[config.mk]
export PLATFORM = sky130hd
export DESIGN_NAME = register_file
export DESIGN_NICKNAME = d
export VERILOG_FILES = /design/src/cpu_pkg.sv /design/src/register_file.sv
export SDC_FILE = /design/constraint.sdc
export NUM_CORES = 1
export LEC_CHECK = 0
export BUFFER_PORTS_ARGS = -buffer_cell sky130_fd_sc_hd__buf_4
export CAP_MARGIN = 20
export CORE_MARGIN = 2
export CORE_UTILIZATION = 40
export DETAILED_ROUTE_END_ITERATION = 6
export PLACE_DENSITY_LB_ADDON = 0.3
export SLEW_MARGIN = 40
export SYNTH_ARGS = -nofsm -noshare
export SYNTH_HDL_FRONTEND = slang
export SYNTH_SLANG_ARGS = --single-unit
export TNS_END_PERCENT = 30
[constraint.sdc]
create_clock -name clk -period 3.2 [get_ports clk]
set_input_delay 0.64 -clock clk [delete_from_list [all_inputs] [get_ports clk]]
set_output_delay 0.64 -clock clk [all_outputs]
set_load 0.01 [all_outputs]
[src/cpu_pkg.sv]
package cpu_pkg;

    // instruction field widths
    localparam int OPCODE_W   = 6;
    localparam int REG_ADDR_W = 3;
    localparam int NUM_REGS   = 8;

    // field lsb positions, counted down from the top of the 2*BITS word
    // lsb index of a field = 2*BITS - *_LSB_OFS
    localparam int OPC_LSB_OFS = 6;   // opcode in the top 6 bits
    localparam int RD_LSB_OFS  = 9;   // destination register below it
    localparam int RS_LSB_OFS  = 12;  // source register below that
    // rest of the upper half is unused, lower half is imm / io addr / target

    // stage counter
    localparam int STAGE_W = 3;
    localparam logic [STAGE_W-1:0] LAST_STAGE_REG = 3'd2;  // fetch, decode, alu
    localparam logic [STAGE_W-1:0] LAST_STAGE_IN  = 3'd3;  // one extra for io read
    localparam logic [STAGE_W-1:0] LAST_STAGE_OUT = 3'd4;  // write strobe plus hold

    typedef enum logic [OPCODE_W-1:0] {
        OPC_NOP  = 6'h00,
        OPC_HLT  = 6'h01,
        OPC_MOVI = 6'h02,  // rd = imm
        OPC_MOV  = 6'h03,  // rd = rs
        OPC_ADD  = 6'h04,  // rd = rd + rs
        OPC_SUB  = 6'h05,  // rd = rd - rs
        OPC_AND  = 6'h06,
        OPC_OR   = 6'h07,
        OPC_XOR  = 6'h08,
        OPC_SHL  = 6'h09,  // rd = rd << 1
        OPC_SHR  = 6'h0a,  // rd = rd >> 1
        OPC_ADDI = 6'h0b,  // rd = rd + imm
        OPC_IN   = 6'h0c,  // rd = io[imm]
        OPC_OUT  = 6'h0d,  // io[imm] = rd
        OPC_JMP  = 6'h0e,
        OPC_JZ   = 6'h0f,
        OPC_JC   = 6'h10
        // anything above 6'h10 is illegal
    } opcode_t;

    typedef enum logic [3:0] {
        ALU_PASS_B = 4'h0,
        ALU_ADD    = 4'h1,
        ALU_SUB    = 4'h2,
        ALU_AND    = 4'h3,
        ALU_OR     = 4'h4,
        ALU_XOR    = 4'h5,
        ALU_SHL    = 4'h6,
        ALU_SHR    = 4'h7
    } alu_op_t;

endpackage
[src/register_file.sv]
`timescale 1ns/1ps

module register_file #(
    parameter int BITS     = 16,
    parameter int NUM_REGS = cpu_pkg::NUM_REGS
) (
    input  logic                        clk,
    input  logic                        reset,
    input  logic                        wr_en,
    input  logic [$clog2(NUM_REGS)-1:0] wr_addr,
    input  logic [BITS-1:0]             wr_data,
    input  logic [$clog2(NUM_REGS)-1:0] rd_addr_a,
    input  logic [$clog2(NUM_REGS)-1:0] rd_addr_b,
    output logic [BITS-1:0]             rd_data_a,
    output logic [BITS-1:0]             rd_data_b
);

    logic [BITS-1:0] regs [NUM_REGS];

    // write port, all registers start at zero
    always_ff @(posedge clk) begin
        if (!reset) begin
            for (int i = 0; i < NUM_REGS; i++) begin
                regs[i] <= '0;
            end
        end else if (wr_en) begin
            regs[wr_addr] <= wr_data;
        end
    end

    // read ports are async, no bypass from the write port
    assign rd_data_a = regs[rd_addr_a];  // rd field, alu op1 / out data
    assign rd_data_b = regs[rd_addr_b];  // rs field

endmodule

* Word level (Yosys, flattened, before mapping)
Memory sizes are Yosys's and may differ from the RTL's.
Cells that the tools add are included.
** Cells by class
- Div/mod/pow operators :: 0
- Add/sub/neg operators :: 0
- Reduce and logical (&&, ||, !) cells :: 1
- Multiplexer cells :: 7
- Shift-type cells :: 0
- Equality and inequality tests :: 0
- Multiply operators :: 0
- Bitwise logic cells :: 0
- Magnitude comparators :: 0
** Operator list (number)
- 16-bit 2-to-1 mux :: 1
- 16-bit OR reduction :: 1
- 1-bit 2-to-1 mux :: 5
- 3-bit 2-to-1 mux :: 1
** Word-level totals
- Register bits after elaboration :: 0
- Memories kept :: 1
- Latch bits :: 0
- Input bits :: 28
- ROM bits :: 0
- Memory bits (writable) :: 128
- Word-level logic and storage cells :: 9
** Memories
- regs :: depth 8, bits a word 16, read ports 2, clocked after Yosys merged registers in 0, wr ports 8, RTL line register_file.sv:18 : logic [BITS-1:0] regs [NUM_REGS];

* Logic depth before layout (Yosys ltp)
- Depth after elaboration :: 5
- Depth in mapped cells :: 5
- Mapped depth without buffers :: 2

* Worst setup path before layout
OpenSTA, ideal clock, no wires.
- Path type :: input to register
- From :: input port reset
- To :: memory regs[7][0] (enable)
- Arrival :: 2.335 ns
- Setup slack :: 0.454 ns
- Path buffers :: 2
- Cell stages on the path :: 4
- Required time :: 2.789 ns
- Library setup time :: 0.411 ns
- Cells stage by stage :: buf_2 > nand3_1 > clkbuf_1 > o21ai_0
** RTL lines
- start: declaration :: RTL line register_file.sv:8 : input logic reset,
- end: declaration :: RTL line register_file.sv:18

* Final worst setup path
- From :: input port rd_addr_b[0]
- To :: output port rd_data_b[8]
** On the way
- Word-level cells in the longest chain between the ends :: 1
** RTL lines
- start: declaration :: RTL line register_file.sv:13 : input logic [$clog2(NUM_REGS)-1:0] rd_addr_b,
- memory read 8 x 16 bit
- end: declaration :: RTL line register_file.sv:15 : output logic [BITS-1:0] rd_data_b
Every way passes these cells.

==> results.toml <==
[run_status]
outcome = "finished clean"

[yosys]
synthMuxAreaShare_pct = 29.3
yosysTopAreaCellShare_pct = 55.9
syn_area_per_cell_um2 = 16.0
ys_seq_area_share_pct = 55.9
syn_area_mm2 = 0.00688
synthTopCellsByCount = "edfxtp_1, nor3_1, mux4_1"
synth-compound-area-share_pct = 0.582
async_flop_share_pct = 0
synthAdderAreaFrac_pct = 0
synth.area.top_cells = "edfxtp_1, mux4_1, nor3_1"
synth_top_family_by_area = "multiplexers"
syn_inst = 430
synth.distinct_cells = 17
synth_xor_area_share_pct = 0
synth_nets = 458
synthSimpleGateAreaFrac_pct = 9.83
synth_seq_cells = 128
synth-main-ff-cell = "edfxtp_1"
yosysWarnings = 0
synth_edf_count = 128
synth_area_leader_cell = "edfxtp_1"

[cts]
cts_inserted_buffers = 17
root_buffer = "clkbuf_16"
path_clk_slew_ns = 0.06
cts.htree.levels = 4
cts_resized = 0
clock-sinks = 128
cts_tree = "done"
hold_buffers = 0
cts_buffer_depth = 2
post_cts_buffers = 0

[floorplan]
dieArea_mm2 = 0.0183
die_w_um = 135
ios = 60
coreArea_mm2 = 0.0167
fp-row-count = 47
fp.dieH_um = 135
initial_utilization_pct = 41.2

[global_routing]
grt_use_met1_pct = 24.7
grt.busiest_layer = "met2"
grt_pass1_wl_um = 26100
grtUsageMet2_pct = 34.7
grt_max_degree = 68
use_met3_pct = 3.83
grtUsageTotal_pct = 19.7
first_global_vias = 4526
overflow = 0
antenna_found_initial = 0

[route]
ant_nets = 0
avgRoutedWirePerCell_um = 23.5
drc_errors = 0
routed_wl_um = 16800
drt-initial-drc-count = 423
dr.pass1.iters = 5
vias_per_cell = 5.96
routed-via-count = 4274

[timing]
slew_viol_final = 0
min_period_ns = 2.68
hold_viol_final = 0
worst_slew_pin_slew_ns = 0.798
grt_setup_unrepaired = "no"
timing.fmax_mhz = 373
final.period_utilization_pct = 83.9
slew_headroom_pct = 46.8
totalNegativeSetupSlack_ns = 0
setup-violations-final = 0

[power]
leakagePower_uw = 0.00275
vdd_ir_drop_max_mv = 0.479
p_per_area_mw_per_mm2 = 539

[cells_and_area]
antenna_cells = 0
regMostFlops = "regs"
fill_cells = 1459
stdcell_count = 717
largest_registers = "regs: 128 flops"
nets = 512
syn2layout_area_growth_pct = 17.9
drive_above_1_share_pct = 31.2
largest_reg_flops = 128

[placement]
dp_cells = 685
gp_congestion = 0.720
dp_hpwl_um = 9960
port_buffers = 59

[critical_path]
end_kind = "output pin"
path_class = "in -> out"
critPathLaunchType = "primary input"
worstPathRequired_ns = 2.56
cp_max_fo = 32
arrival_ns = 2.04

[run]
drv_cap = 0

[min_path]
hp-class = "in -> reg"
==> placed cells by master (no fill, tap or decap), drive strengths merged <==
master,count
buf,83
bufinv,1
clkbuf,18
clkinv,23
clkinvlp,6
edfxtp,128
mux2,32
mux4,64
nand2,1
nand2b,2
nand3,1
nand3b,1
nor3,128
o21ai,8
or2,1
==> layout make-up <==
| class | instances | area [um2] | share of cell area [%] |
|---|---|---|---|
| Clock buffer | 18 | 429 | 5.29 |
| Clock inverter | 14 | 120 | 1.48 |
| Inverter | 16 | 60.1 | 0.741 |
| Multi-Input combinational cell | 238 | 2730 | 33.7 |
| Sequential cell | 128 | 3840 | 47.4 |
| Tap cell | 220 | 275 | 3.39 |
| Timing Repair Buffer | 83 | 648 | 7.99 |
==> worst max-delay path, cell delays in order <==
cell	delay, ns
buf_4	0.09
buf_12	0.24
mux4_1	0.62
mux2_2	0.29
buf_4	0.14
==> metrics by stage <==
| stage | power, uW | instance area (um2) | hold slack, ns | utilization [%] | setup WS (ns) |
|---|---|---|---|---|---|
| after CTS | 4390 | 8110 | 0.694 | 48.6 | 0.503 |
| after detailed placement | 2630 | 7560 | 1.13 | 45.3 | 0.506 |
| after global placement | 2620 | 7560 | 1.12 | 45.3 | 0.517 |
| final | 4370 | 8110 | 0.707 | 48.6 | 0.516 |
| after floorplan | 2380 | 6880 | 0.974 | - | 0.454 |
| after global routing | 4520 | 8110 | 0.713 | 48.6 | 0.463 |
==> power breakdown <==
part | total, uW | switching (uW) | leakage, uW | internal, uW
sequential | 2000 | 46.5 | 0.00123 | 1950
combinational | 597 | 298 | 0.00128 | 299
clock | 1780 | 715 | 0.000251 | 1060
total | 4370 | 1060 | 0.00275 | 3310
==> path summary, 6_finish.rpt <==
check / cells past startpoint / to / startpoint / slack, ns
worst min-delay path: 3 / regs[3][14] / wr_data[14] / 0.71
worst max-delay path: 5 / rd_data_b[8] / rd_addr_b[0] / 0.52
==> routing by layer <==
metal / vias to the layer above / wire length, um
li1: 1908 / -
met1: 2177 / 6580
met2: 167 / 9110
met3: 22 / 883
met4: 0 / 255
met5: - / 0
==> logic make-up (layout without fill, tap and decap cells) <==
logic type      count (synthesis)  after routing
mux                            96             96
flops                         128            128
compound gates                  8              8
simple gates                  134            134
buf+inv                        64            131
Power figures use the tool's default switching activity.
