[config.mk]
export PLATFORM = sky130hd
export DESIGN_NAME = alu
export DESIGN_NICKNAME = d
export VERILOG_FILES = /design/src/cpu_pkg.sv /design/src/alu.sv
export SDC_FILE = /design/constraint.sdc
export NUM_CORES = 1
export LEC_CHECK = 0
export BUFFER_PORTS_ARGS = -buffer_cell sky130_fd_sc_hd__buf_2
export CAP_MARGIN = 15
export CORE_MARGIN = 2
export CORE_UTILIZATION = 59
export CTS_CLUSTER_SIZE = 12
export DETAILED_ROUTE_END_ITERATION = 6
export PLACE_DENSITY = 0.8
export SYNTH_ARGS = -nofsm -noshare
export SYNTH_HDL_FRONTEND = slang
export SYNTH_SLANG_ARGS = --single-unit
[constraint.sdc]
create_clock -name clk -period 5.2 [get_ports clk]
set_input_delay 1.04 -clock clk [delete_from_list [all_inputs] [get_ports clk]]
set_output_delay 1.04 -clock clk [all_outputs]
set_load 0.01 [all_outputs]
[src/cpu_pkg.sv]
package cpu_pkg;

    // instruction field widths
    localparam int OPCODE_W   = 6;
    localparam int REG_ADDR_W = 3;
    localparam int NUM_REGS   = 8;

    // field lsb positions, counted down from the top of the 2*BITS word
    // lsb index of a field = 2*BITS - *_LSB_OFS
    localparam int OPC_LSB_OFS = 6;   // opcode in the top 6 bits
    localparam int RD_LSB_OFS  = 9;   // destination register below it
    localparam int RS_LSB_OFS  = 12;  // source register below that
    // rest of the upper half is unused, lower half is imm / io addr / target

    // stage counter
    localparam int STAGE_W = 3;
    localparam logic [STAGE_W-1:0] LAST_STAGE_REG = 3'd2;  // fetch, decode, alu
    localparam logic [STAGE_W-1:0] LAST_STAGE_IN  = 3'd3;  // one extra for io read
    localparam logic [STAGE_W-1:0] LAST_STAGE_OUT = 3'd4;  // write strobe plus hold

    typedef enum logic [OPCODE_W-1:0] {
        OPC_NOP  = 6'h00,
        OPC_HLT  = 6'h01,
        OPC_MOVI = 6'h02,  // rd = imm
        OPC_MOV  = 6'h03,  // rd = rs
        OPC_ADD  = 6'h04,  // rd = rd + rs
        OPC_SUB  = 6'h05,  // rd = rd - rs
        OPC_AND  = 6'h06,
        OPC_OR   = 6'h07,
        OPC_XOR  = 6'h08,
        OPC_SHL  = 6'h09,  // rd = rd << 1
        OPC_SHR  = 6'h0a,  // rd = rd >> 1
        OPC_ADDI = 6'h0b,  // rd = rd + imm
        OPC_IN   = 6'h0c,  // rd = io[imm]
        OPC_OUT  = 6'h0d,  // io[imm] = rd
        OPC_JMP  = 6'h0e,
        OPC_JZ   = 6'h0f,
        OPC_JC   = 6'h10
        // anything above 6'h10 is illegal
    } opcode_t;

    typedef enum logic [3:0] {
        ALU_PASS_B = 4'h0,
        ALU_ADD    = 4'h1,
        ALU_SUB    = 4'h2,
        ALU_AND    = 4'h3,
        ALU_OR     = 4'h4,
        ALU_XOR    = 4'h5,
        ALU_SHL    = 4'h6,
        ALU_SHR    = 4'h7
    } alu_op_t;

endpackage
[src/alu.sv]
`timescale 1ns/1ps

module alu #(
    parameter int BITS = 16
) (
    input  logic                   clk,
    input  logic                   reset,
    input  logic                   en,   // flag update strobe
    input  cpu_pkg::alu_op_t       op,
    input  logic [BITS-1:0]        op1,  // rd value
    input  logic [BITS-1:0]        op2,  // rs value or immediate
    output logic [BITS-1:0]        out,
    output logic                   c,
    output logic                   z
);

    logic [BITS:0] wide;      // result with carry / borrow on top
    logic          carry_nxt;

    always_comb begin
        wide      = '0;
        carry_nxt = 1'b0;
        case (op)
            cpu_pkg::ALU_PASS_B: wide = {1'b0, op2};
            cpu_pkg::ALU_ADD: begin
                wide      = {1'b0, op1} + {1'b0, op2};
                carry_nxt = wide[BITS];
            end
            cpu_pkg::ALU_SUB: begin
                wide      = {1'b0, op1} - {1'b0, op2};
                carry_nxt = wide[BITS];  // borrow
            end
            cpu_pkg::ALU_AND: wide = {1'b0, op1 & op2};
            cpu_pkg::ALU_OR:  wide = {1'b0, op1 | op2};
            cpu_pkg::ALU_XOR: wide = {1'b0, op1 ^ op2};
            cpu_pkg::ALU_SHL: begin
                wide      = {1'b0, op1[BITS-2:0], 1'b0};
                carry_nxt = op1[BITS-1];  // msb shifted out
            end
            cpu_pkg::ALU_SHR: begin
                wide      = {2'b00, op1[BITS-1:1]};
                carry_nxt = op1[0];       // lsb shifted out
            end
            default: begin
                wide      = '0;  // unused encodings give zero
                carry_nxt = 1'b0;
            end
        endcase
    end

    assign out = wide[BITS-1:0];

    // flags only move on en, so jumps see the last alu result
    always_ff @(posedge clk) begin
        if (!reset) begin
            c <= 1'b0;
            z <= 1'b0;
        end else if (en) begin
            c <= carry_nxt;
            z <= (out == '0);
        end
    end

endmodule

* After elaboration in Yosys (flattened, before gate mapping)
Cells that the tools add are included.
Operators by class: reductions and logical operators 2, bitwise gates (word level) 3, add/subtract/negate cells 2, eq/ne operators 7, multiplexer cells 2
Operators with widths (count):
- $pmux 16 s8 | 1
- $add 16x16->17 | 1
- $sub 16x16->17 | 1
- $and 16x16->16 | 1
- $eq 4x3->1 const B | 4
- $logic_not 16->1 | 1
- $or 16x16->16 | 1
- $xor 16x16->16 | 1
- $eq 4x2->1 const B | 2
- $eq 4x1->1 const B | 1
- $logic_not 4->1 | 1
- $pmux 1 s4 | 1
Word-level totals: input port bits 39, bits in registers 2, logic and storage cells 18

* Longest topological paths before layout
Gate-level depths: netlist of run 1.
depth after elaboration 3, mapped depth 13, depth with buffers taken out 13

* Worst setup path before layout of run 1
No wires, ideal clock.
path type input-to-output, start point input op2[1], end point output out[15], required time 4160 ps, arrival time 3305 ps, slack 855 ps, stages 10, buffers on the path 0, cells stage by stage inv_1 > ha_1 > or2_2 > a221o_1 > a2111oi_0 > a211oi_1 > o311ai_0 > a21oi_1 > mux2i_1 > nand4_1
Between the ends: longest elaborated chain between the ends 2, elaborated cells on any way between the ends 3, classes of those cells add/sub (2); mux (1)
RTL lines:
- from (decl) | line alu.sv:11 | input logic [BITS-1:0] op2,
- $sub 16x16->17 / $add 16x16->17 (equally long branches) | line alu.sv:30, alu.sv:26
- $pmux 16 s8 * | line alu.sv:23 | case (op)
- to (decl) | line alu.sv:12 | output logic [BITS-1:0] out,
Mark *: on every way between the ends. The rest lies on a longest branch, timed or not.

* Worst setup path in the final report of run 1
start point input op1[1], end point output out[15]
Between the ends: longest elaborated chain between the ends 2, elaborated cells on any way between the ends 3, classes of those cells add/sub (2); mux (1)
RTL lines:
- from (decl) | line alu.sv:10 | input logic [BITS-1:0] op1,
- $sub 16x16->17 / $add 16x16->17 (equally long branches) | line alu.sv:30, alu.sv:26
- $pmux 16 s8 * | line alu.sv:23
Marked as above.

==> qor.log, run 1 <==
INFO  critical_path  cp_num_buf_inv=3
INFO  critical_path  crit_path_frequent_cell=sky130_fd_sc_hd__buf_2
INFO  critical_path  worstPathRequired=4.16ns
INFO  critical_path  cp.arrival=3.93ns
INFO  synthesis      adder_and_majority_cell_fraction_of_the_synthesized_area=21.2%
INFO  layout         layout-area-overhead-vs-synth=9.90%
INFO  global_routing grt_pass1_wl=16800microns
INFO  critical_path  critPathKind=in -> out
INFO  global_routing first_global_vias=3596
INFO  floorplanning  die_w=78.4microns
INFO  floorplanning  initial_utilization=60.3%
INFO  timing         post-route-min-period=4.97ns
INFO  run_status     failing_checks=design-rule violations
INFO  critical_path  worstPathCellList=buf_2 -> inv_1 -> ha_1 -> or2_2 -> a221o_1 -> a2111oi_0 -> a211oi_1 -> o311ai_1 -> a21oi_1 -> mux2i_1 -> nand4_1 -> buf_2
INFO  synthesis      post_synth_and_or_nand_nor_area_fraction=23.2%
INFO  global_routing pin_count_of_the_biggest_net_entering_global_routing=31
INFO  timing         min_period_over_period=95.6%
INFO  cts            worst_skew_pair.late_latency=0.21ns
INFO  timing         unrepaired_setup_endpoints_after_global_routing=no
INFO  timing         timing.clock.skew=0ns
INFO  route          wl_per_cell=17.6microns
INFO  cts            cts_tree=built
INFO  cts            htree_levels=1
INFO  synthesis      yosys-mux-area-fraction=5.41%
INFO  cts            ctsRootBufferMaster=sky130_fd_sc_hd__clkbuf_8
INFO  synthesis      post_synth_inst_count=476
INFO  route          detailedRoute.firstPassIterationCount=7
INFO  synthesis      synth_xor_area_share=0.537%
INFO  critical_path  critical_path.top_delay_family=compound AO/OA/AOI/OAI gates
INFO  cts            cts_buffer_depth=2
INFO  synthesis      synth_compound_gate_area_share=37.0%
INFO  critical_path  worst_path_max_delay_cell=sky130_fd_sc_hd__a2111oi_0
INFO  synthesis      dominant_combinational_cell_family_by_area_after_synthesis=compound AO/OA/AOI/OAI gates
INFO  global_routing overflow=0
INFO  synthesis      yosys_warnings=0
INFO  cts            clkTransAtPathRegs=0.03ns
INFO  timing         timing.final.hold_violations=0
INFO  synthesis      syn_avg_cell_area=6.85squm
INFO  synthesis      yosys-top-cells-area=sky130_fd_sc_hd__ha_1 (20%), sky130_fd_sc_hd__a21oi_1 (6.0%), sky130_fd_sc_hd__inv_1 (5.8%)
INFO  placement      placement.cell_area=3540squm
INFO  timing         slew-limit-headroom=31.5%
INFO  synthesis      async_reset_ff_share=0%
INFO  timing         tightestPinTransition=1.02ns
INFO  power_and_ir_drop power.density_cell_area=118nW/um^2
INFO  layout         final_layout_size_suffix_gt1_share=17.0%
INFO  synthesis      postSynthRegisterBits=2
INFO  global_routing grt_antenna_before_repair=0
INFO  layout         num-fill-cells=499
INFO  route          postRouteWirelength=10300microns
INFO  critical_path  cp_slowest_stage_delay=0.41ns
INFO  placement      finalWeightedCongestion=0.961
INFO  timing         fmaxAchievable=201MHz
INFO  route          dr_total_vias=3899
INFO  power_and_ir_drop max-vdd-ir-drop=165uV
INFO  layout         design_area=3580squm
INFO  cts            cts.sink_count=2
INFO  synthesis      synth.cell_area=3260squm
INFO  placement      portBuffers=56
INFO  synthesis      synth_cell_type_count=72
INFO  synthesis      ys.flop_type=sky130_fd_sc_hd__dfxtp_1
INFO  floorplanning  placementRows=27
INFO  floorplanning  die_boundary_height=78.4microns
INFO  global_routing grt_usage=33.1%
INFO  run_status     outcome=complete, but fails checks
INFO  synthesis      synth.largest_area_cell=sky130_fd_sc_hd__ha_1
INFO  synthesis      synth-edff-count=0
INFO  placement      preCtsSetupSlack=0.159ns
INFO  cts            cts_made_buffers=3
INFO  run            timing.max_cap.violations=0
INFO  placement      placed_wire_length_estimate=7910microns
INFO  route          post-route-drc-count=4
INFO  layout         antennaDiodeCount=0
INFO  timing         slew_violations=0
INFO  power_and_ir_drop leakage=1.69nW
INFO  critical_path  critical_path.endpoint_type=output port
INFO  critical_path  timing.critical_path.from_type=primary input
INFO  route          via_per_inst=6.68
INFO  synthesis      yosysTopAreaCellShare=19.9%
INFO  synthesis      synthesis.nets=569
INFO  layout         finalNetCount=607
INFO  cts            cts_hold_repair.buffers=0
INFO  floorplanning  top_level_ports=57
INFO  route          drt-initial-drc-count=363
INFO  floorplanning  fp.dieArea=6140squm
INFO  timing         totalNegativeSetupSlack=0ns
INFO  floorplanning  core_region_area=5410squm
INFO  min_path       hp-class=reg -> reg
INFO  timing         post-route-worst-setup-slack=0.231ns
INFO  synthesis      ys_seq_area_share=1.23%
INFO  critical_path  crit_fanout=6
INFO  route          final_antenna_net_count=0
INFO  timing         setup_viol=0
sequential cells by signal, summed over array words and instances, names as in the netlist:
signal	flops
c	1
z	1
per-stage QoR:
step	util (%)	instances	hold WS, ns	power (W)
after CTS	66.3	584	0.522	0.000415
after global placement	65.6	581	0.509	0.000345
after detailed placement	65.6	581	0.516	0.000351
final	66.3	584	0.518	0.000422
after global routing	66.3	584	0.544	0.000459
after floorplan	-	476	0.520	0.000254
power by group:
part           switching (W)  total [W]  internal, W
registers        0.000000172  0.0000162    0.0000160
clock network      0.0000115  0.0000604    0.0000489
logic               0.000210   0.000345     0.000135
total               0.000222   0.000422     0.000200
cells by family (layout without fill, tap and decap cells):
group | count (synthesis) | in the layout
AO/OA/AOI/OAI | 173 | 173
AND/OR/NAND/NOR | 145 | 145
buffers and inverters | 84 | 120
adder cells (fa/ha/maj) | 54 | 54
multiplexers | 16 | 16
XOR/XNOR | 2 | 2
flip-flops | 2 | 2
cell type report:
class | count | area [sq um] | share of cell area, %
well taps | 72 | 90.1 | 2.51
inverters | 50 | 188 | 5.24
flip-flops and latches | 2 | 40.0 | 1.12
clock buffers | 3 | 41.3 | 1.15
multi-input cells | 390 | 2860 | 79.9
repair buffers | 67 | 363 | 10.1
cells in the mapped netlist (8+ instances only):
master,count
sky130_fd_sc_hd__o211ai_1,10
sky130_fd_sc_hd__clkbuf_1,19
sky130_fd_sc_hd__a211oi_1,8
sky130_fd_sc_hd__o21ai_0,31
sky130_fd_sc_hd__a21oi_1,39
sky130_fd_sc_hd__mux2i_1,12
sky130_fd_sc_hd__nor3_1,11
sky130_fd_sc_hd__nand2_1,34
sky130_fd_sc_hd__nand2b_1,8
sky130_fd_sc_hd__ha_1,52
sky130_fd_sc_hd__nor2_1,34
sky130_fd_sc_hd__a21o_1,8
sky130_fd_sc_hd__inv_1,50
tightest hold or removal path, cell delays in order (launching register included):
cell and delay [ns]:
sky130_fd_sc_hd__dfxtp_1 0.29, sky130_fd_sc_hd__o21ai_0 0.13, sky130_fd_sc_hd__a21oi_1 0.04
path summary, 6_finish.rpt:
kind	start	end	slack [ns]	cells after the start
max	op1[1]	out[15]	0.23	12
min	c	c	0.52	2
max reg2reg	z	z	4.58	2
min reg2reg	c	c	0.52	2
per-layer routing:
metal | routed length (microns) | track usage, % | up-vias | share of wire (%)
met1 | 4220 | 42.0 | 1788 | 41
met4 | 413 | 13.0 | 0 | 4.0
met3 | 921 | 3.45 | 44 | 8.9
met5 | 0 | 0 | - | 0
met2 | 4740 | 57.2 | 233 | 46
li1 | - | - | 1834 | -
cell usage in the layout, fill, tap and decap left out, drive strengths merged, types with 5 or more instances in the layout:
cell type / count
buf: 67
ha: 52
inv: 50
a21oi: 39
nand2: 34
nor2: 34
o21ai: 31
mux2i: 12
nor3: 11
o211ai: 10
nand2b: 8
a21o: 8
a211oi: 8
a221oi: 8
nand3b: 7
nand3: 7
o21bai: 7
nor2b: 6
and2: 6
nand4: 6
o21a: 5
o22ai: 5
a31oi: 5
o311ai: 5
timing repair:
item / 4_1_cts / 5_1_grt
endpoints found under the hold margin: 0 / 0
setup buffers: 0 / 0
gates resized for setup: 0 / 1
endpoints found under the setup margin: 0 / 1
Note: power is estimated with default switching activity, not from simulation.
==> run 2, diff against run 1 <==
Settings changed: RECOVER_POWER set to 100.
Clock period 5.2 ns to 5.27 ns, I/O delays scaled along.
==> run 2 against run 1 <==
The run ends with design-rule violations, max-capacitance violations, max-slew violations left; register-to-register slack better by 0.07 ns; final area decreased by 0.70%; die area is the same; worst hold slack better by 0.0078 ns; critical path depth unchanged; routed wire length rose by 1.0%; sequential share of layout area hardly changed; non-clock buffer count is 1 higher; global-route usage grew 1.6 points; power fell by 1.4%; critical endpoint unchanged; largest cell class unchanged.
==> qor.log, run 2 (synthesized netlist as in run 1, its figures left out) <==
INFO  route          routedLengthMet1=4180microns [-0.78%]
INFO  power_and_ir_drop power.density_cell_area=117nW/um^2 [-0.74%]
INFO  route          met2_routed_wl=4800microns [+1.3%]
INFO  power_and_ir_drop fin_total_pwr=0.000416W [-1.4%]
INFO  cts            cts_setup_buffers=0 [unchanged]
INFO  timing         post-route-worst-setup-slack=0.173ns [-0.0577 ns]
INFO  cts            clkTransAtPathRegs=0.02ns [about the same]
INFO  run            timing.max_cap.violations=1 [+1]
INFO  timing         fmaxAchievable=196MHz
INFO  critical_path  crit_fanout=6 [unchanged]
INFO  critical_path  cp_slowest_stage_delay=0.50ns [+0.09 ns]
INFO  route          detailedRoute.firstPassIterationCount=7 [unchanged]
INFO  timing         slew-limit-headroom=-4.81% [-36 points]
INFO  critical_path  critPathKind=in -> out
INFO  layout         mostFrequentLayoutCells=sky130_fd_sc_hd__ha_1 (52), sky130_fd_sc_hd__inv_1 (50), sky130_fd_sc_hd__buf_2 (45), sky130_fd_sc_hd__a21oi_1 (39)
INFO  layout         antennaDiodeCount=0 [unchanged]
INFO  floorplanning  fp.dieArea=6140squm [unchanged]
INFO  route          final_antenna_net_count=0 [unchanged]
INFO  cts            htree_levels=1 [unchanged]
INFO  placement      portBuffers=56 [unchanged]
INFO  cts            cts_hold_repair.buffers=0 [unchanged]
INFO  timing         setup_viol=0 [unchanged]
INFO  timing         timing.clock.skew=0ns [unchanged]
INFO  layout         num-fill-cells=541 [+8.4%]
INFO  floorplanning  die_boundary_height=78.4microns [unchanged]
INFO  timing         totalNegativeSetupSlack=0ns [unchanged]
INFO  global_routing grt_pass1_wl=17500microns [+3.8%]
INFO  cts            cts.sink_count=2 [unchanged]
INFO  global_routing grt_usage=34.6% [+1.6 points]
INFO  placement      finalWeightedCongestion=0.978 [+1.8%]
INFO  floorplanning  die_w=78.4microns [unchanged]
INFO  min_path       hp-class=reg -> reg
INFO  cts            worst_skew_pair.late_latency=0.21ns [about the same]
INFO  layout         leading_registers_by_flop_count=c: 1 flops, z: 1 flops
INFO  floorplanning  initial_utilization=60.3% [unchanged]
INFO  route          postRouteWirelength=10400microns [+1.0%]
INFO  route          wl_per_cell=17.8microns [+0.85%]
INFO  cts            cts_buffer_depth=2 [unchanged]
INFO  layout         final_layout_size_suffix_gt1_share=14.2% [-2.8 points]
INFO  timing         tightestPinTransition=1.55ns [+0.531 ns]
INFO  global_routing overflow=0 [unchanged]
INFO  floorplanning  placementRows=27 [unchanged]
INFO  power_and_ir_drop max-vdd-ir-drop=118uV [-28%]
INFO  cts            cts_tree=built
INFO  critical_path  critical_path.endpoint_type=output port
INFO  route          wl_met3=927microns [+0.65%]
INFO  power_and_ir_drop leakage=1.65nW [-2.5%]
INFO  timing         unrepaired_setup_endpoints_after_global_routing=no
INFO  global_routing first_global_vias=3593 [-0.083%]
INFO  floorplanning  top_level_ports=57 [unchanged]
INFO  timing         timing.final.hold_violations=0 [unchanged]
INFO  cts            ctsResizeCount=0 [unchanged]
INFO  layout         layout-area-overhead-vs-synth=9.13%
INFO  critical_path  cp.arrival=4.04ns [+0.11 ns]
INFO  global_routing pin_count_of_the_biggest_net_entering_global_routing=31 [unchanged]
INFO  placement      placed_wire_length_estimate=8080microns [+2.1%]
INFO  timing         post-route-min-period=5.10ns
INFO  layout         sequential_cell_area=40.0squm [unchanged]
INFO  run_status     failing_checks=design-rule violations, max-capacitance violations, max-slew violations
INFO  layout         layout_commonest_cell=sky130_fd_sc_hd__ha_1
INFO  route          drt-initial-drc-count=363 [unchanged]
INFO  cts            cts_made_buffers=3 [unchanged]
INFO  route          dr_total_vias=3887 [-0.31%]
INFO  run_status     outcome=complete, but fails checks
INFO  timing         finalHoldWorstSlack=0.526ns [+0.00778 ns]
INFO  route          routed.top_layer=met4
INFO  timing         slew_violations=7 [+7]
INFO  critical_path  worst_path_max_delay_cell=sky130_fd_sc_hd__o311ai_0
INFO  layout         finalNetCount=608 [+0.16%]
INFO  route          post-route-drc-count=4 [unchanged]
INFO  cts            ctsRootBufferMaster=sky130_fd_sc_hd__clkbuf_8
INFO  floorplanning  core_region_area=5410squm [unchanged]
INFO  critical_path  worstPathCellList=buf_2 -> inv_1 -> ha_1 -> or2_2 -> a221o_1 -> a2111oi_1 -> a211oi_1 -> o311ai_0 -> a21oi_1 -> mux2i_1 -> nand4_1 -> buf_2
INFO  timing         min_period_over_period=96.7%
INFO  critical_path  timing.critical_path.from_type=primary input
INFO  critical_path  crit_path_frequent_cell=sky130_fd_sc_hd__buf_2
INFO  layout         area_occupied_by_multi_input_gates=2850squm [-0.57%]
INFO  global_routing grt_antenna_before_repair=0 [unchanged]
INFO  route          via_per_inst=6.64 [-0.48%]
INFO  placement      preCtsSetupSlack=0.178ns [+0.0189 ns]
INFO  critical_path  worstPathRequired=4.22ns [+0.06 ns]
run 2: cell count changes in the layout (fill, tap and decap cells not counted), sizes merged:
cell | before | now
clkbuf | 3 | 15
buf | 67 | 56
run 2: path summary, 6_finish.rpt:
kind / cells past startpoint / slack (ns) / endpoint / from
hold / removal: 2 / 0.53 / z / z
hold reg to reg: 2 / 0.53 / z / z
setup / recovery: 12 / 0.17 / out[15] / op1[1]
setup reg to reg: 2 / 4.65 / c / c
run 2: report_power, final:
part | leakage (nW) | switching, W | total, W | internal (W)
logic | 1.62 | 0.000208 | 0.000339 | 0.000131
clock network | 0.0216 | 0.0000126 | 0.0000610 | 0.0000483
registers | 0.0163 | 0.000000198 | 0.0000160 | 0.0000158
total | 1.65 | 0.000221 | 0.000416 | 0.000195
run 2: area by class of cell:
cell class              instances  area share, %
multi-input cells             390           80.0
repair buffers                 68           9.95
inverters                      50           5.27
well taps                      72           2.53
clock buffers                   3           1.16
flip-flops and latches          2           1.12
run 2: per-layer routing:
| metal | vias up | track usage (%) |
|---|---|---|
| met5 | - | 0 |
| met4 | 0 | 14.4 |
| met3 | 56 | 4.25 |
| met2 | 236 | 58.6 |
| met1 | 1761 | 44.4 |
| li1 | 1834 | - |
run 2: per-stage QoR:
step	area (sq um)	instances	utilization [%]
after floorplan	3260	476	-
after global placement	3550	582	65.7
after detailed placement	3550	582	65.7
after CTS	3590	585	66.5
after global routing	3560	585	65.9
final	3560	585	65.9
run 2: critical path, delay by kind of cell:
family          cells  cell delay, ns
compound gates      5            1.57
simple gates        2            0.45
fa+ha+maj           1            0.34
mux                 1            0.19
buf+inv             3            0.43
