[src/cpu_pkg.sv]
package cpu_pkg;

    // instruction field widths
    localparam int OPCODE_W   = 6;
    localparam int REG_ADDR_W = 3;
    localparam int NUM_REGS   = 8;

    // field lsb positions, counted down from the top of the 2*BITS word
    // lsb index of a field = 2*BITS - *_LSB_OFS
    localparam int OPC_LSB_OFS = 6;   // opcode in the top 6 bits
    localparam int RD_LSB_OFS  = 9;   // destination register below it
    localparam int RS_LSB_OFS  = 12;  // source register below that
    // rest of the upper half is unused, lower half is imm / io addr / target

    // stage counter
    localparam int STAGE_W = 3;
    localparam logic [STAGE_W-1:0] LAST_STAGE_REG = 3'd2;  // fetch, decode, alu
    localparam logic [STAGE_W-1:0] LAST_STAGE_IN  = 3'd3;  // one extra for io read
    localparam logic [STAGE_W-1:0] LAST_STAGE_OUT = 3'd4;  // write strobe plus hold

    typedef enum logic [OPCODE_W-1:0] {
        OPC_NOP  = 6'h00,
        OPC_HLT  = 6'h01,
        OPC_MOVI = 6'h02,  // rd = imm
        OPC_MOV  = 6'h03,  // rd = rs
        OPC_ADD  = 6'h04,  // rd = rd + rs
        OPC_SUB  = 6'h05,  // rd = rd - rs
        OPC_AND  = 6'h06,
        OPC_OR   = 6'h07,
        OPC_XOR  = 6'h08,
        OPC_SHL  = 6'h09,  // rd = rd << 1
        OPC_SHR  = 6'h0a,  // rd = rd >> 1
        OPC_ADDI = 6'h0b,  // rd = rd + imm
        OPC_IN   = 6'h0c,  // rd = io[imm]
        OPC_OUT  = 6'h0d,  // io[imm] = rd
        OPC_JMP  = 6'h0e,
        OPC_JZ   = 6'h0f,
        OPC_JC   = 6'h10
        // anything above 6'h10 is illegal
    } opcode_t;

    typedef enum logic [3:0] {
        ALU_PASS_B = 4'h0,
        ALU_ADD    = 4'h1,
        ALU_SUB    = 4'h2,
        ALU_AND    = 4'h3,
        ALU_OR     = 4'h4,
        ALU_XOR    = 4'h5,
        ALU_SHL    = 4'h6,
        ALU_SHR    = 4'h7
    } alu_op_t;

endpackage
[src/idecoder.sv]
`timescale 1ns/1ps

module idecoder #(
    parameter int BITS = 16
) (
    input  logic                            clk,
    input  logic                            reset,
    input  logic [cpu_pkg::STAGE_W-1:0]     stage,
    input  logic [2*BITS-1:0]               data,         // flash word
    input  logic [BITS-1:0]                 io_data_in,
    input  logic [BITS-1:0]                 alu_out,
    input  logic                            c,
    input  logic                            z,
    input  logic [BITS-1:0]                 rf_rd_data_a,
    input  logic [BITS-1:0]                 rf_rd_data_b,
    output logic [BITS-1:0]                 address,
    output logic [BITS-1:0]                 io_address,
    output logic                            io_rd,        // active low
    output logic                            io_wr,        // active low
    output logic [BITS-1:0]                 io_data_out,
    output logic                            io_data_dir,  // 1 = cpu drives io_data
    output logic [cpu_pkg::STAGE_W-1:0]     max_stage,
    output logic                            alu_en,
    output cpu_pkg::alu_op_t                alu_op,
    output logic [BITS-1:0]                 alu_op1,
    output logic [BITS-1:0]                 alu_op2,
    output logic [cpu_pkg::REG_ADDR_W-1:0]  rf_rd_addr_a,
    output logic [cpu_pkg::REG_ADDR_W-1:0]  rf_rd_addr_b,
    output logic                            rf_wr_en,
    output logic [cpu_pkg::REG_ADDR_W-1:0]  rf_wr_addr,
    output logic [BITS-1:0]                 rf_wr_data,
    output logic                            hlt,
    output logic                            error
);

    localparam int OPC_LSB = 2*BITS - cpu_pkg::OPC_LSB_OFS;
    localparam int RD_LSB  = 2*BITS - cpu_pkg::RD_LSB_OFS;
    localparam int RS_LSB  = 2*BITS - cpu_pkg::RS_LSB_OFS;

    logic [BITS-1:0]   pc;
    logic [2*BITS-1:0] ir;        // instruction register
    logic [2*BITS-1:0] instr;     // word being decoded this stage
    logic [BITS-1:0]   imm;
    logic [BITS-1:0]   io_in_q;   // io read data
    cpu_pkg::opcode_t  opcode;
    logic [cpu_pkg::REG_ADDR_W-1:0] rd_field;
    logic [cpu_pkg::REG_ADDR_W-1:0] rs_field;

    // decode results
    logic use_imm;     // op2 from immediate
    logic alu_instr;   // writes alu result and flags
    logic is_in;
    logic is_out;
    logic is_halt;
    logic is_illegal;
    logic jump_taken;
    logic last_stage;

    // flash word is live in stage 1, ir holds it afterwards
    assign instr    = (stage == 3'd1) ? data : ir;
    assign opcode   = cpu_pkg::opcode_t'(instr[OPC_LSB +: cpu_pkg::OPCODE_W]);
    assign rd_field = instr[RD_LSB +: cpu_pkg::REG_ADDR_W];
    assign rs_field = instr[RS_LSB +: cpu_pkg::REG_ADDR_W];
    assign imm      = instr[BITS-1:0];

    always_comb begin
        max_stage  = cpu_pkg::LAST_STAGE_REG;
        alu_op     = cpu_pkg::ALU_PASS_B;
        use_imm    = 1'b0;
        alu_instr  = 1'b0;
        is_in      = 1'b0;
        is_out     = 1'b0;
        is_halt    = 1'b0;
        is_illegal = 1'b0;
        jump_taken = 1'b0;
        case (opcode)
            cpu_pkg::OPC_NOP: ;
            cpu_pkg::OPC_HLT: is_halt = 1'b1;
            cpu_pkg::OPC_MOVI: begin
                alu_instr = 1'b1;
                use_imm   = 1'b1;  // pass_b of imm
            end
            cpu_pkg::OPC_MOV: alu_instr = 1'b1;
            cpu_pkg::OPC_ADD: begin
                alu_instr = 1'b1;
                alu_op    = cpu_pkg::ALU_ADD;
            end
            cpu_pkg::OPC_SUB: begin
                alu_instr = 1'b1;
                alu_op    = cpu_pkg::ALU_SUB;
            end
            cpu_pkg::OPC_AND: begin
                alu_instr = 1'b1;
                alu_op    = cpu_pkg::ALU_AND;
            end
            cpu_pkg::OPC_OR: begin
                alu_instr = 1'b1;
                alu_op    = cpu_pkg::ALU_OR;
            end
            cpu_pkg::OPC_XOR: begin
                alu_instr = 1'b1;
                alu_op    = cpu_pkg::ALU_XOR;
            end
            cpu_pkg::OPC_SHL: begin
                alu_instr = 1'b1;
                alu_op    = cpu_pkg::ALU_SHL;
            end
            cpu_pkg::OPC_SHR: begin
                alu_instr = 1'b1;
                alu_op    = cpu_pkg::ALU_SHR;
            end
            cpu_pkg::OPC_ADDI: begin
                alu_instr = 1'b1;
                alu_op    = cpu_pkg::ALU_ADD;
                use_imm   = 1'b1;
            end
            cpu_pkg::OPC_IN: begin
                is_in     = 1'b1;
                max_stage = cpu_pkg::LAST_STAGE_IN;
            end
            cpu_pkg::OPC_OUT: begin
                is_out    = 1'b1;
                max_stage = cpu_pkg::LAST_STAGE_OUT;
            end
            cpu_pkg::OPC_JMP: jump_taken = 1'b1;
            cpu_pkg::OPC_JZ:  jump_taken = z;  // flags from last alu op
            cpu_pkg::OPC_JC:  jump_taken = c;
            default: is_illegal = 1'b1;
        endcase
    end

    assign last_stage = (stage == max_stage);

    // flash side
    assign address = pc;

    // io strobes, all active low
    assign io_address  = imm;  // valid from stage 1 on
    assign io_rd       = ~(is_in && (stage == 3'd1 || stage == 3'd2));
    assign io_wr       = ~(is_out && stage == 3'd3);
    assign io_data_dir = is_out && (stage == 3'd3 || stage == 3'd4);  // write plus hold

    // alu hookup
    assign rf_rd_addr_a = rd_field;
    assign rf_rd_addr_b = rs_field;
    assign alu_op1      = rf_rd_data_a;
    assign alu_op2      = use_imm ? imm : rf_rd_data_b;
    assign alu_en       = alu_instr && stage == 3'd2;

    // write back, alu at end of stage 2, io read at end of stage 3
    assign rf_wr_en   = (alu_instr && stage == 3'd2) || (is_in && stage == 3'd3);
    assign rf_wr_addr = rd_field;
    assign rf_wr_data = is_in ? io_in_q : alu_out;

    // payload latches
    always_ff @(posedge clk) begin
        if (stage == 3'd1) begin
            ir <= data;
        end
        if (stage == 3'd2 && is_in) begin
            io_in_q <= io_data_in;   // device drives while io_rd low
        end
        if (stage == 3'd2 && is_out) begin
            io_data_out <= rf_rd_data_a;
        end
    end

    // pc and halt state
    always_ff @(posedge clk) begin
        if (!reset) begin
            pc    <= '0;
            hlt   <= 1'b0;
            error <= 1'b0;
        end else begin
            if (stage == 3'd2 && (is_halt || is_illegal)) begin
                hlt   <= 1'b1;         // sticky until reset
                error <= is_illegal;
            end else if (last_stage && !hlt) begin
                pc <= jump_taken ? imm : pc + 1'b1;  // pc stays on halt
            end
        end
    end

endmodule

[config.mk]
export PLATFORM = sky130hd
export DESIGN_NAME = idecoder
export DESIGN_NICKNAME = d
export VERILOG_FILES = /design/src/cpu_pkg.sv /design/src/idecoder.sv
export SDC_FILE = /design/constraint.sdc
export NUM_CORES = 1
export LEC_CHECK = 0
export BUFFER_PORTS_ARGS = -buffer_cell sky130_fd_sc_hd__buf_2
export CAP_MARGIN = 20
export CORE_MARGIN = 5
export CORE_UTILIZATION = 35
export DETAILED_ROUTE_END_ITERATION = 7
export GPL_ROUTABILITY_DRIVEN = 1
export PLACE_DENSITY = 0.62
export SLEW_MARGIN = 20
export SYNTH_ARGS = -nofsm -noshare
export SYNTH_HDL_FRONTEND = slang
export SYNTH_SLANG_ARGS = --single-unit
[constraint.sdc]
create_clock -name clk -period 6 [get_ports clk]
set_input_delay 0.6 -clock clk [delete_from_list [all_inputs] [get_ports clk]]
set_output_delay 0.6 -clock clk [all_outputs]
set_load 0.005 [all_outputs]
==> Word-level counts from Yosys, hierarchy flattened <==
Cells that the tools add are included.
{ "word_totals": {"register_bits": 82, "in_bits": 103, "out_inout_bits": 119} }
{ "op_classes": {"addsub": 1, "eq_ne": 21, "n_mux": 13, "bitwise_logic": 3, "reduce_logical": 20} }
{ "op_table": {"columns": ["cell", "count"], "rows": [
  ["$eq A6 B4 Y1 const B", 8],
  ["$mux W16", 3],
  ["$mux W32", 1],
  ["$eq A6 B3 Y1 const B", 4],
  ["$pmux W3 S7", 1],
  ["$reduce_or A17 Y1", 1],
  ["$add A16 B1 Y16 const B", 1],
  ["$eq A6 B2 Y1 const B", 2],
  ["$reduce_or A10 Y1", 1],
  ["$logic_and A1 B1 Y1", 9],
  ["$eq A3 B2 Y1 const B", 2],
  ["$eq A6 B1 Y1 const B", 1],
  ["$eq A6 B5 Y1 const B", 1],
  ["$logic_not A6 Y1", 1],
  ["$mux W1", 6],
  ["$pmux W3 S2", 1],
  ["$logic_or A1 B1 Y1", 4],
  ["$reduce_or A2 Y1", 2],
  ["$eq A3 B1 Y1 const B", 1],
  ["$eq A3 B3 Y1", 1],
  ["$eq A3 B3 Y1 const B", 1],
  ["$not A1 Y1", 3],
  ["$pmux W1 S3", 1],
  ["$reduce_and A2 Y1", 1],
  ["$logic_not A1 Y1", 1]
]} }

==> Longest topological paths before layout <==
Gate-level depths: netlist of run 1.
{ "logic_depth": {"word_depth": 9, "depth_mapped": 9} }

==> Worst setup path before layout of run 1 <==
OpenSTA, ideal clock, no wires.
{ "synth_path": {"path_type": "input-to-output", "start": "in stage[2] (netlist name)", "end": "out alu_op2[10]", "t_arrival_ns": 2.406, "path_slack_ns": 2.994, "path_stages": 7, "n_path_buf": 2, "path_cell_list": "nor3b_1 buf_2 mux2i_1 xnor2_1 nand3_1 buf_2 mux2_2"} }
{ "synth_between": {"elab_chain_len": 6} }
{ "synth_rtl": {"columns": ["element", "line", "rtl"], "rows": [
  ["start: declaration", "idecoder.sv:8", "input logic [cpu_pkg::STAGE_W-1:0] stage,"],
  ["$eq A3 B1 Y1 (*)", "idecoder.sv:60", "assign instr = (stage == 3'd1) ? data : ir;"],
  ["$mux W32 (*)", null, null],
  ["$eq A6 B4 Y1 / $eq A6 B2 Y1 (equally long branches)", "idecoder.sv:76", "case (opcode)"],
  ["$reduce_or A2 Y1 (no line)", null, null],
  ["$mux W1", "idecoder.sv:76", null],
  ["$mux W16 (*)", "idecoder.sv:147", "assign alu_op2 = use_imm ? imm : rf_rd_data_b;"],
  ["end: declaration", "idecoder.sv:26", "output logic [BITS-1:0] alu_op2,"]
]} }
Every way passes the cells marked *; elsewhere a longest branch is shown, timed or not.

==> Worst setup path after layout of run 1 <==
{ "layout_path": {"start": "in stage[2] (netlist name)", "end": "out alu_op2[3]"} }
Same word-level chain as after synthesis.

==> results of run 1 <==
-- metrics by stage --
stage / worst slack (ps) / cell area, sq um
global route: 1560 / 5280
detailed placement: 1810 / 4970
floorplan: 2990 / 4070
finish: 1770 / 5280
CTS: 1790 / 5280
global placement: 1930 / 4970
-- worst reg2reg max path, delay by kind of cell (launching register included) --
family / cells / cell delay (ps)
and+or+nand+nor: 2 / 1230
AOI/OAI and AO/OA: 4 / 930
DFF: 1 / 400
-- placed cells by master (no fill, tap or decap), types with 4 or more instances in the layout --
cell | synthesis | routed
buf_2 | 7 | 216
nand2_1 | 94 | 94
dfxtp_1 | 46 | 46
edfxtp_1 | 32 | 32
mux2_2 | 31 | 31
nor2_1 | 30 | 30
mux2i_1 | 19 | 19
a21oi_1 | 14 | 14
nand3_1 | 12 | 12
o22ai_1 | 12 | 12
clkbuf_16 | 0 | 10
inv_1 | 8 | 8
o21ai_0 | 5 | 5
buf_4 | 44 | 5
or3_1 | 4 | 4
nor3_1 | 4 | 4
nand4_1 | 4 | 4
-- area by class of cell --
cell class                      count  area (sq um)
Timing Repair Buffer              221          1120
Clock buffer                       11           254
Fill cell                        1113          6130
Clock inverter                      5          56.3
Sequential cell                    78          1880
Multi-Input combinational cell    283          1760
Tap cell                          143           179
Inverter                            8          30.0
-- final timing paths --
kind	end	slack, ps	cells after the start
hold reg to reg	ir[22]	440	2
setup / recovery	alu_op2[3]	1770	7
setup reg to reg	address[14]	3370	6
hold / removal	ir[22]	440	2
-- flip-flops by register name, indices dropped and copies added, names as in the netlist --
name,cells
address,16
error,1
ir,28
hlt,1
io_data_out,16
io_in_q,16
-- kinds of logic after synthesis --
kind of cell	Yosys count
and+or+nand+nor	178
xor gates and xnor gates	1
AOI/OAI and AO/OA	50
muxes	52
other	1
DFF	78
buffers and inverters	67
adders and majority gates	1
-- power by group through the flow --
| stage | Sequential (mW) | Clock, mW | Combinational (mW) |
|---|---|---|---|
| finish | 0.607 | 0.559 | 0.261 |
| global route | 0.612 | 0.599 | 0.295 |
| CTS | 0.607 | 0.575 | 0.264 |
| detailed placement | 0.618 | 0 | 0.263 |
| global placement | 0.617 | 0 | 0.258 |
| floorplan | 0.612 | 0 | 0.190 |
-- metal layers --
layer,wire (microns),GRT usage
met1,4630,0.184
met4,111,0.0416
met5,0,0
met2,5640,0.275
met3,878,0.0505
==> flow_metrics.tcl, run 1 <==
set metrics [dict create \
    status "finished, final reports clean" \
    areaGrowthSynthToFinish_pct 29.9 \
    crit_family "simple AND/OR/NAND/NOR gates" \
    synth-compound-area-share 0.0812 \
    drive_gt1_frac 0.459 \
    post_cts_buffers 0 \
    fin_crit_sh 0.705 \
    diodes 0 \
    max_clock_freq_ghz 0.236 \
    synth.largest_area_cell "edfxtp_1" \
    cp-end-kind "primary output" \
    p_leak_nw 2.54 \
    drtPass1Iterations 4 \
    synth-adder-area-share 0.00308 \
    syn_nets 532 \
    worst_pin_slew_ps 1050 \
    coreArea_sq_um 11400 \
    gp_congestion 0.860 \
    insertion_delay_ps 330 \
    worstHoldPathType "register to register" \
    cp_max_fo 18 \
    tritoncts "yes" \
    antenna_left 0 \
    share_comb_of_total_power 0.183 \
    async_reset_ff_frac 0 \
    post_cts_hold_buffer_count 0 \
    fin_skew_ps 4.80 \
    power_frac_clock 0.392 \
    yosysMostFrequentCell "nand2_1" \
    min-delay-start "ir[22]" \
    root_buffer "clkbuf_16" \
    die_area_sq_um 13900 \
    gr-total-overflow 0 \
    fin_crit_ps 4230 \
    startpoint "stage[2]" \
    num_io_pins 222 \
    dp.cells 733 \
    fp.dieW_microns 118 \
    p_per_area_nw_per_um2 270 \
    cp.required_ps 5400 \
    synth_edf_count 32 \
    finalSetupViolCount 0 \
    synth_top_area_share 0.236 \
    synthTopCellsByCount "nand2_1, dfxtp_1, buf_4, edfxtp_1, mux2_2" \
    wirelength_mm 11.3 \
    synth_ff_type "dfxtp_1" \
    crit_buf_inv 2 \
    slowest_delay_ps 760 \
    avgRoutedWirePerCell_microns 15.0 \
    rr_startpoint "ir[27]" \
    avgSynthCellArea_sq_um 9.50 \
    grt_use_total 0.157 \
    final_nets 705 \
    worst_path_most_repeated_cell "buf_2" \
    finalPower_mw 1.43 \
    drtIter0Drc 263 \
    rsz0062_at_grt "no" \
    vdd_drop_max_v 0.000150 \
    crit_arrival_ps 3630 \
    cts_max_level 3 \
    grt_pass1_wl_mm 18.1 \
    crit_type "input port to primary output" \
    crit_chain "buf_2, nor3b_2, mux2i_1, xnor2_1, nand3_1, mux2_2, buf_2" \
    cts.sinks 78 \
    hold-worst-slack_ps 441 \
    cts-resized-gates 0 \
    cts_buffer_depth 2 \
    synth_top_family_by_area "simple AND/OR/NAND/NOR gates" \
    clkSlewWorstSetupHoldPaths_ps 60 \
    finalHoldViolCount 0 \
    switchingPower_mw 0.370 \
    cts_buffers 9 \
    port-buffer-count 216 \
    synth_xor_area_frac 0.00215 \
    swShare 0.259 \
    start_util 0.356 \
    yosysWarnings 0 \
    fin_util 0.463 \
    grt_max_degree 31 \
    synth_area_sq_um 4070 \
    hpwlAfterDp_mm 8.59 \
    relSlewSlack 0.297 \
    synthTopCellsByArea "edfxtp_1, dfxtp_1, nand2_1" \
    grt_pass1_vias 3494 \
    critPathSlowestCell "nand3_1" \
    finalSetupTns_ps 0 \
    vias 3569 \
    startpoint_type "input port" \
    syn_inst 428 \
    synth_cell_types 56 \
    yosys.area_share.simple 0.204 \
    drc 0 \
    synth_mux_area_frac 0.141 \
    slew_violations 0 \
    p_int_mw 1.06 \
    viasPerCell 4.77 \
    drv_cap 0 \
    ys_ff_latch 78 \
    stdcell_count 749 \
    antenna_found_initial 0 \
    die_y_microns 118 \
    seq_area_frac_synth 0.463 \
    seqPwrFrac 0.425 \
    num_rows 39 \
]
No activity file was read; power rests on OpenSTA's default activity.
==> run 2, diff against run 1 <==
--- a/config.mk
+++ b/config.mk
@@ -11,7 +11,7 @@
 export CORE_UTILIZATION = 35
 export DETAILED_ROUTE_END_ITERATION = 7
 export GPL_ROUTABILITY_DRIVEN = 1
-export PLACE_DENSITY = 0.62
+export PLACE_DENSITY = 0.65
 export SLEW_MARGIN = 20
 export SYNTH_ARGS = -nofsm -noshare
 export SYNTH_HDL_FRONTEND = slang
==> constraint.sdc (replaced) <==
create_clock -name clk -period 3.4 [get_ports clk]
set_input_delay 0.34 -clock clk [delete_from_list [all_inputs] [get_ports clk]]
set_output_delay 0.34 -clock clk [all_outputs]
set_load 0.005 [all_outputs]
==> flow_metrics.tcl, run 2 (synthesized netlist as in run 1, its figures left out) <==
set metrics [dict create \
    status "finished, final reports clean" \
    crit_type "input port to primary output" \
    worst_pin_slew_ps 814 \
    gr-total-overflow 0 \
    max_clock_freq_ghz 0.335 \
    largest_reg_flops 28 \
    start_util 0.356 \
    coreArea_sq_um 11400 \
    startpoint "stage[2]" \
    rsz0062_at_grt "no" \
    finalSetupViolCount 0 \
    vias 3683 \
    num_rows 39 \
    antenna_left 0 \
    grt_pass1_wl_mm 18.3 \
    critPathSlowestCell "a2111oi_0" \
    cts.sinks 78 \
    die_y_microns 118 \
    fin_skew_ps 7.46 \
    fillCellCount 1091 \
    final_cell_mix "buf_2, nand2_1, dfxtp_1" \
    grt_use_total 0.164 \
    largest_register "ir" \
    cp_max_fo 10 \
    tritoncts "yes" \
    seq_area_sq_um 1880 \
    worstHoldPathType "input port to register" \
    setup_ws_ps 417 \
    finalSetupTns_ps 0 \
    fin_util 0.465 \
    hpwlAfterDp_mm 9.00 \
    relSlewSlack 0.456 \
    gp_congestion 0.849 \
    startpoint_type "input port" \
    post_cts_hold_buffer_count 0 \
    crit_chain "buf_2, nor3b_2, buf_4, mux2i_1, inv_1, a2111oi_0, o21bai_1, buf_2" \
    grt_max_degree 31 \
    fin_area_sq_um 5310 \
    insertion_delay_ps 340 \
    vdd_drop_max_v 0.000269 \
    worst_path_most_repeated_cell "buf_2" \
    r2r-end "address[10]" \
    rr_startpoint "ir[27]" \
    post_cts_buffers 0 \
    drtPass1Iterations 4 \
    finalPower_mw 2.54 \
    grt_pass1_vias 3579 \
    avgRoutedWirePerCell_microns 15.7 \
    areaGrowthSynthToFinish_pct 30.6 \
    crit_buf_inv 4 \
    fin_crit_ps 2980 \
    num_io_pins 222 \
    cts_buffers 9 \
    p_leak_nw 2.55 \
    crit_family "compound AO/OA/AOI/OAI gates" \
    slowest_delay_ps 660 \
    crit_arrival_ps 2640 \
    clkSlewWorstSetupHoldPaths_ps 60 \
    place_ws_ps 377 \
    drtIter0Drc 242 \
    cp.required_ps 3060 \
    wirelength_mm 11.8 \
    fin_crit_sh 0.877 \
    drive_gt1_frac 0.457 \
    multi_input_area_sq_um 1760 \
    reg2reg_slack_ps 650 \
    slew_violations 0 \
    dpl-instance-area_sq_um 5000 \
    die_area_sq_um 13900 \
    r2r_cells 6 \
    min-delay-start "io_data_in[10]" \
    final_nets 709 \
    finalHoldViolCount 0 \
    p_per_area_nw_per_um2 478 \
    drv_cap 0 \
    whs_path_depth 1 \
    root_buffer "clkbuf_16" \
    antenna_found_initial 0 \
    diodes 0 \
    cts_max_level 3 \
    cts_buffer_depth 2 \
    fp.dieW_microns 118 \
    viasPerCell 4.89 \
    port-buffer-count 216 \
    cp-end-kind "primary output" \
    hold_end "io_in_q[10]" \
    final_common_cell "buf_2" \
    cts-resized-gates 0 \
    drc 0 \
]
-- run 2: worst max path at each step --
stage | end | slack (ps) | cells past startpoint
detailed placement | rf_wr_en | 380 | 8
floorplan | io_in_q[0] | 890 | 6
global placement | address[11] | 460 | 8
finish | rf_wr_en | 420 | 8
CTS | rf_wr_en | 360 | 8
global route | rf_wr_en | 130 | 8
-- run 2: layout make-up --
| class | count | area share |
|---|---|---|
| Clock buffer | 10 | 0.0431 |
| Clock inverter | 6 | 0.0144 |
| Inverter | 8 | 0.00566 |
| Sequential cell | 78 | 0.354 |
| Timing Repair Buffer | 225 | 0.216 |
| Multi-Input combinational cell | 283 | 0.332 |
| Tap cell | 143 | 0.0337 |
-- run 2: routing by layer --
layer | vias to the layer above | GRT usage | wire, microns
li1 | 1825 | - | -
met1 | 1706 | 0.197 | 4970
met2 | 126 | 0.270 | 5730
met3 | 26 | 0.0432 | 719
met4 | 0 | 0.0832 | 387
met5 | - | 0 | 0
-- run 2: through the flow --
step | hold slack [ps] | cells
after global routing | 162 | 753
final | 175 | 753
after global placement | 426 | 737
after floorplan | 419 | 428
after detailed placement | 427 | 737
after CTS | 163 | 753
-- run 2: power by group --
group | switching (mW) | leakage (nW) | total (mW) | internal (mW)
Clock | 0.363 | 0.149 | 0.997 | 0.634
Sequential | 0.0353 | 0.668 | 1.07 | 1.04
Combinational | 0.246 | 1.74 | 0.466 | 0.220
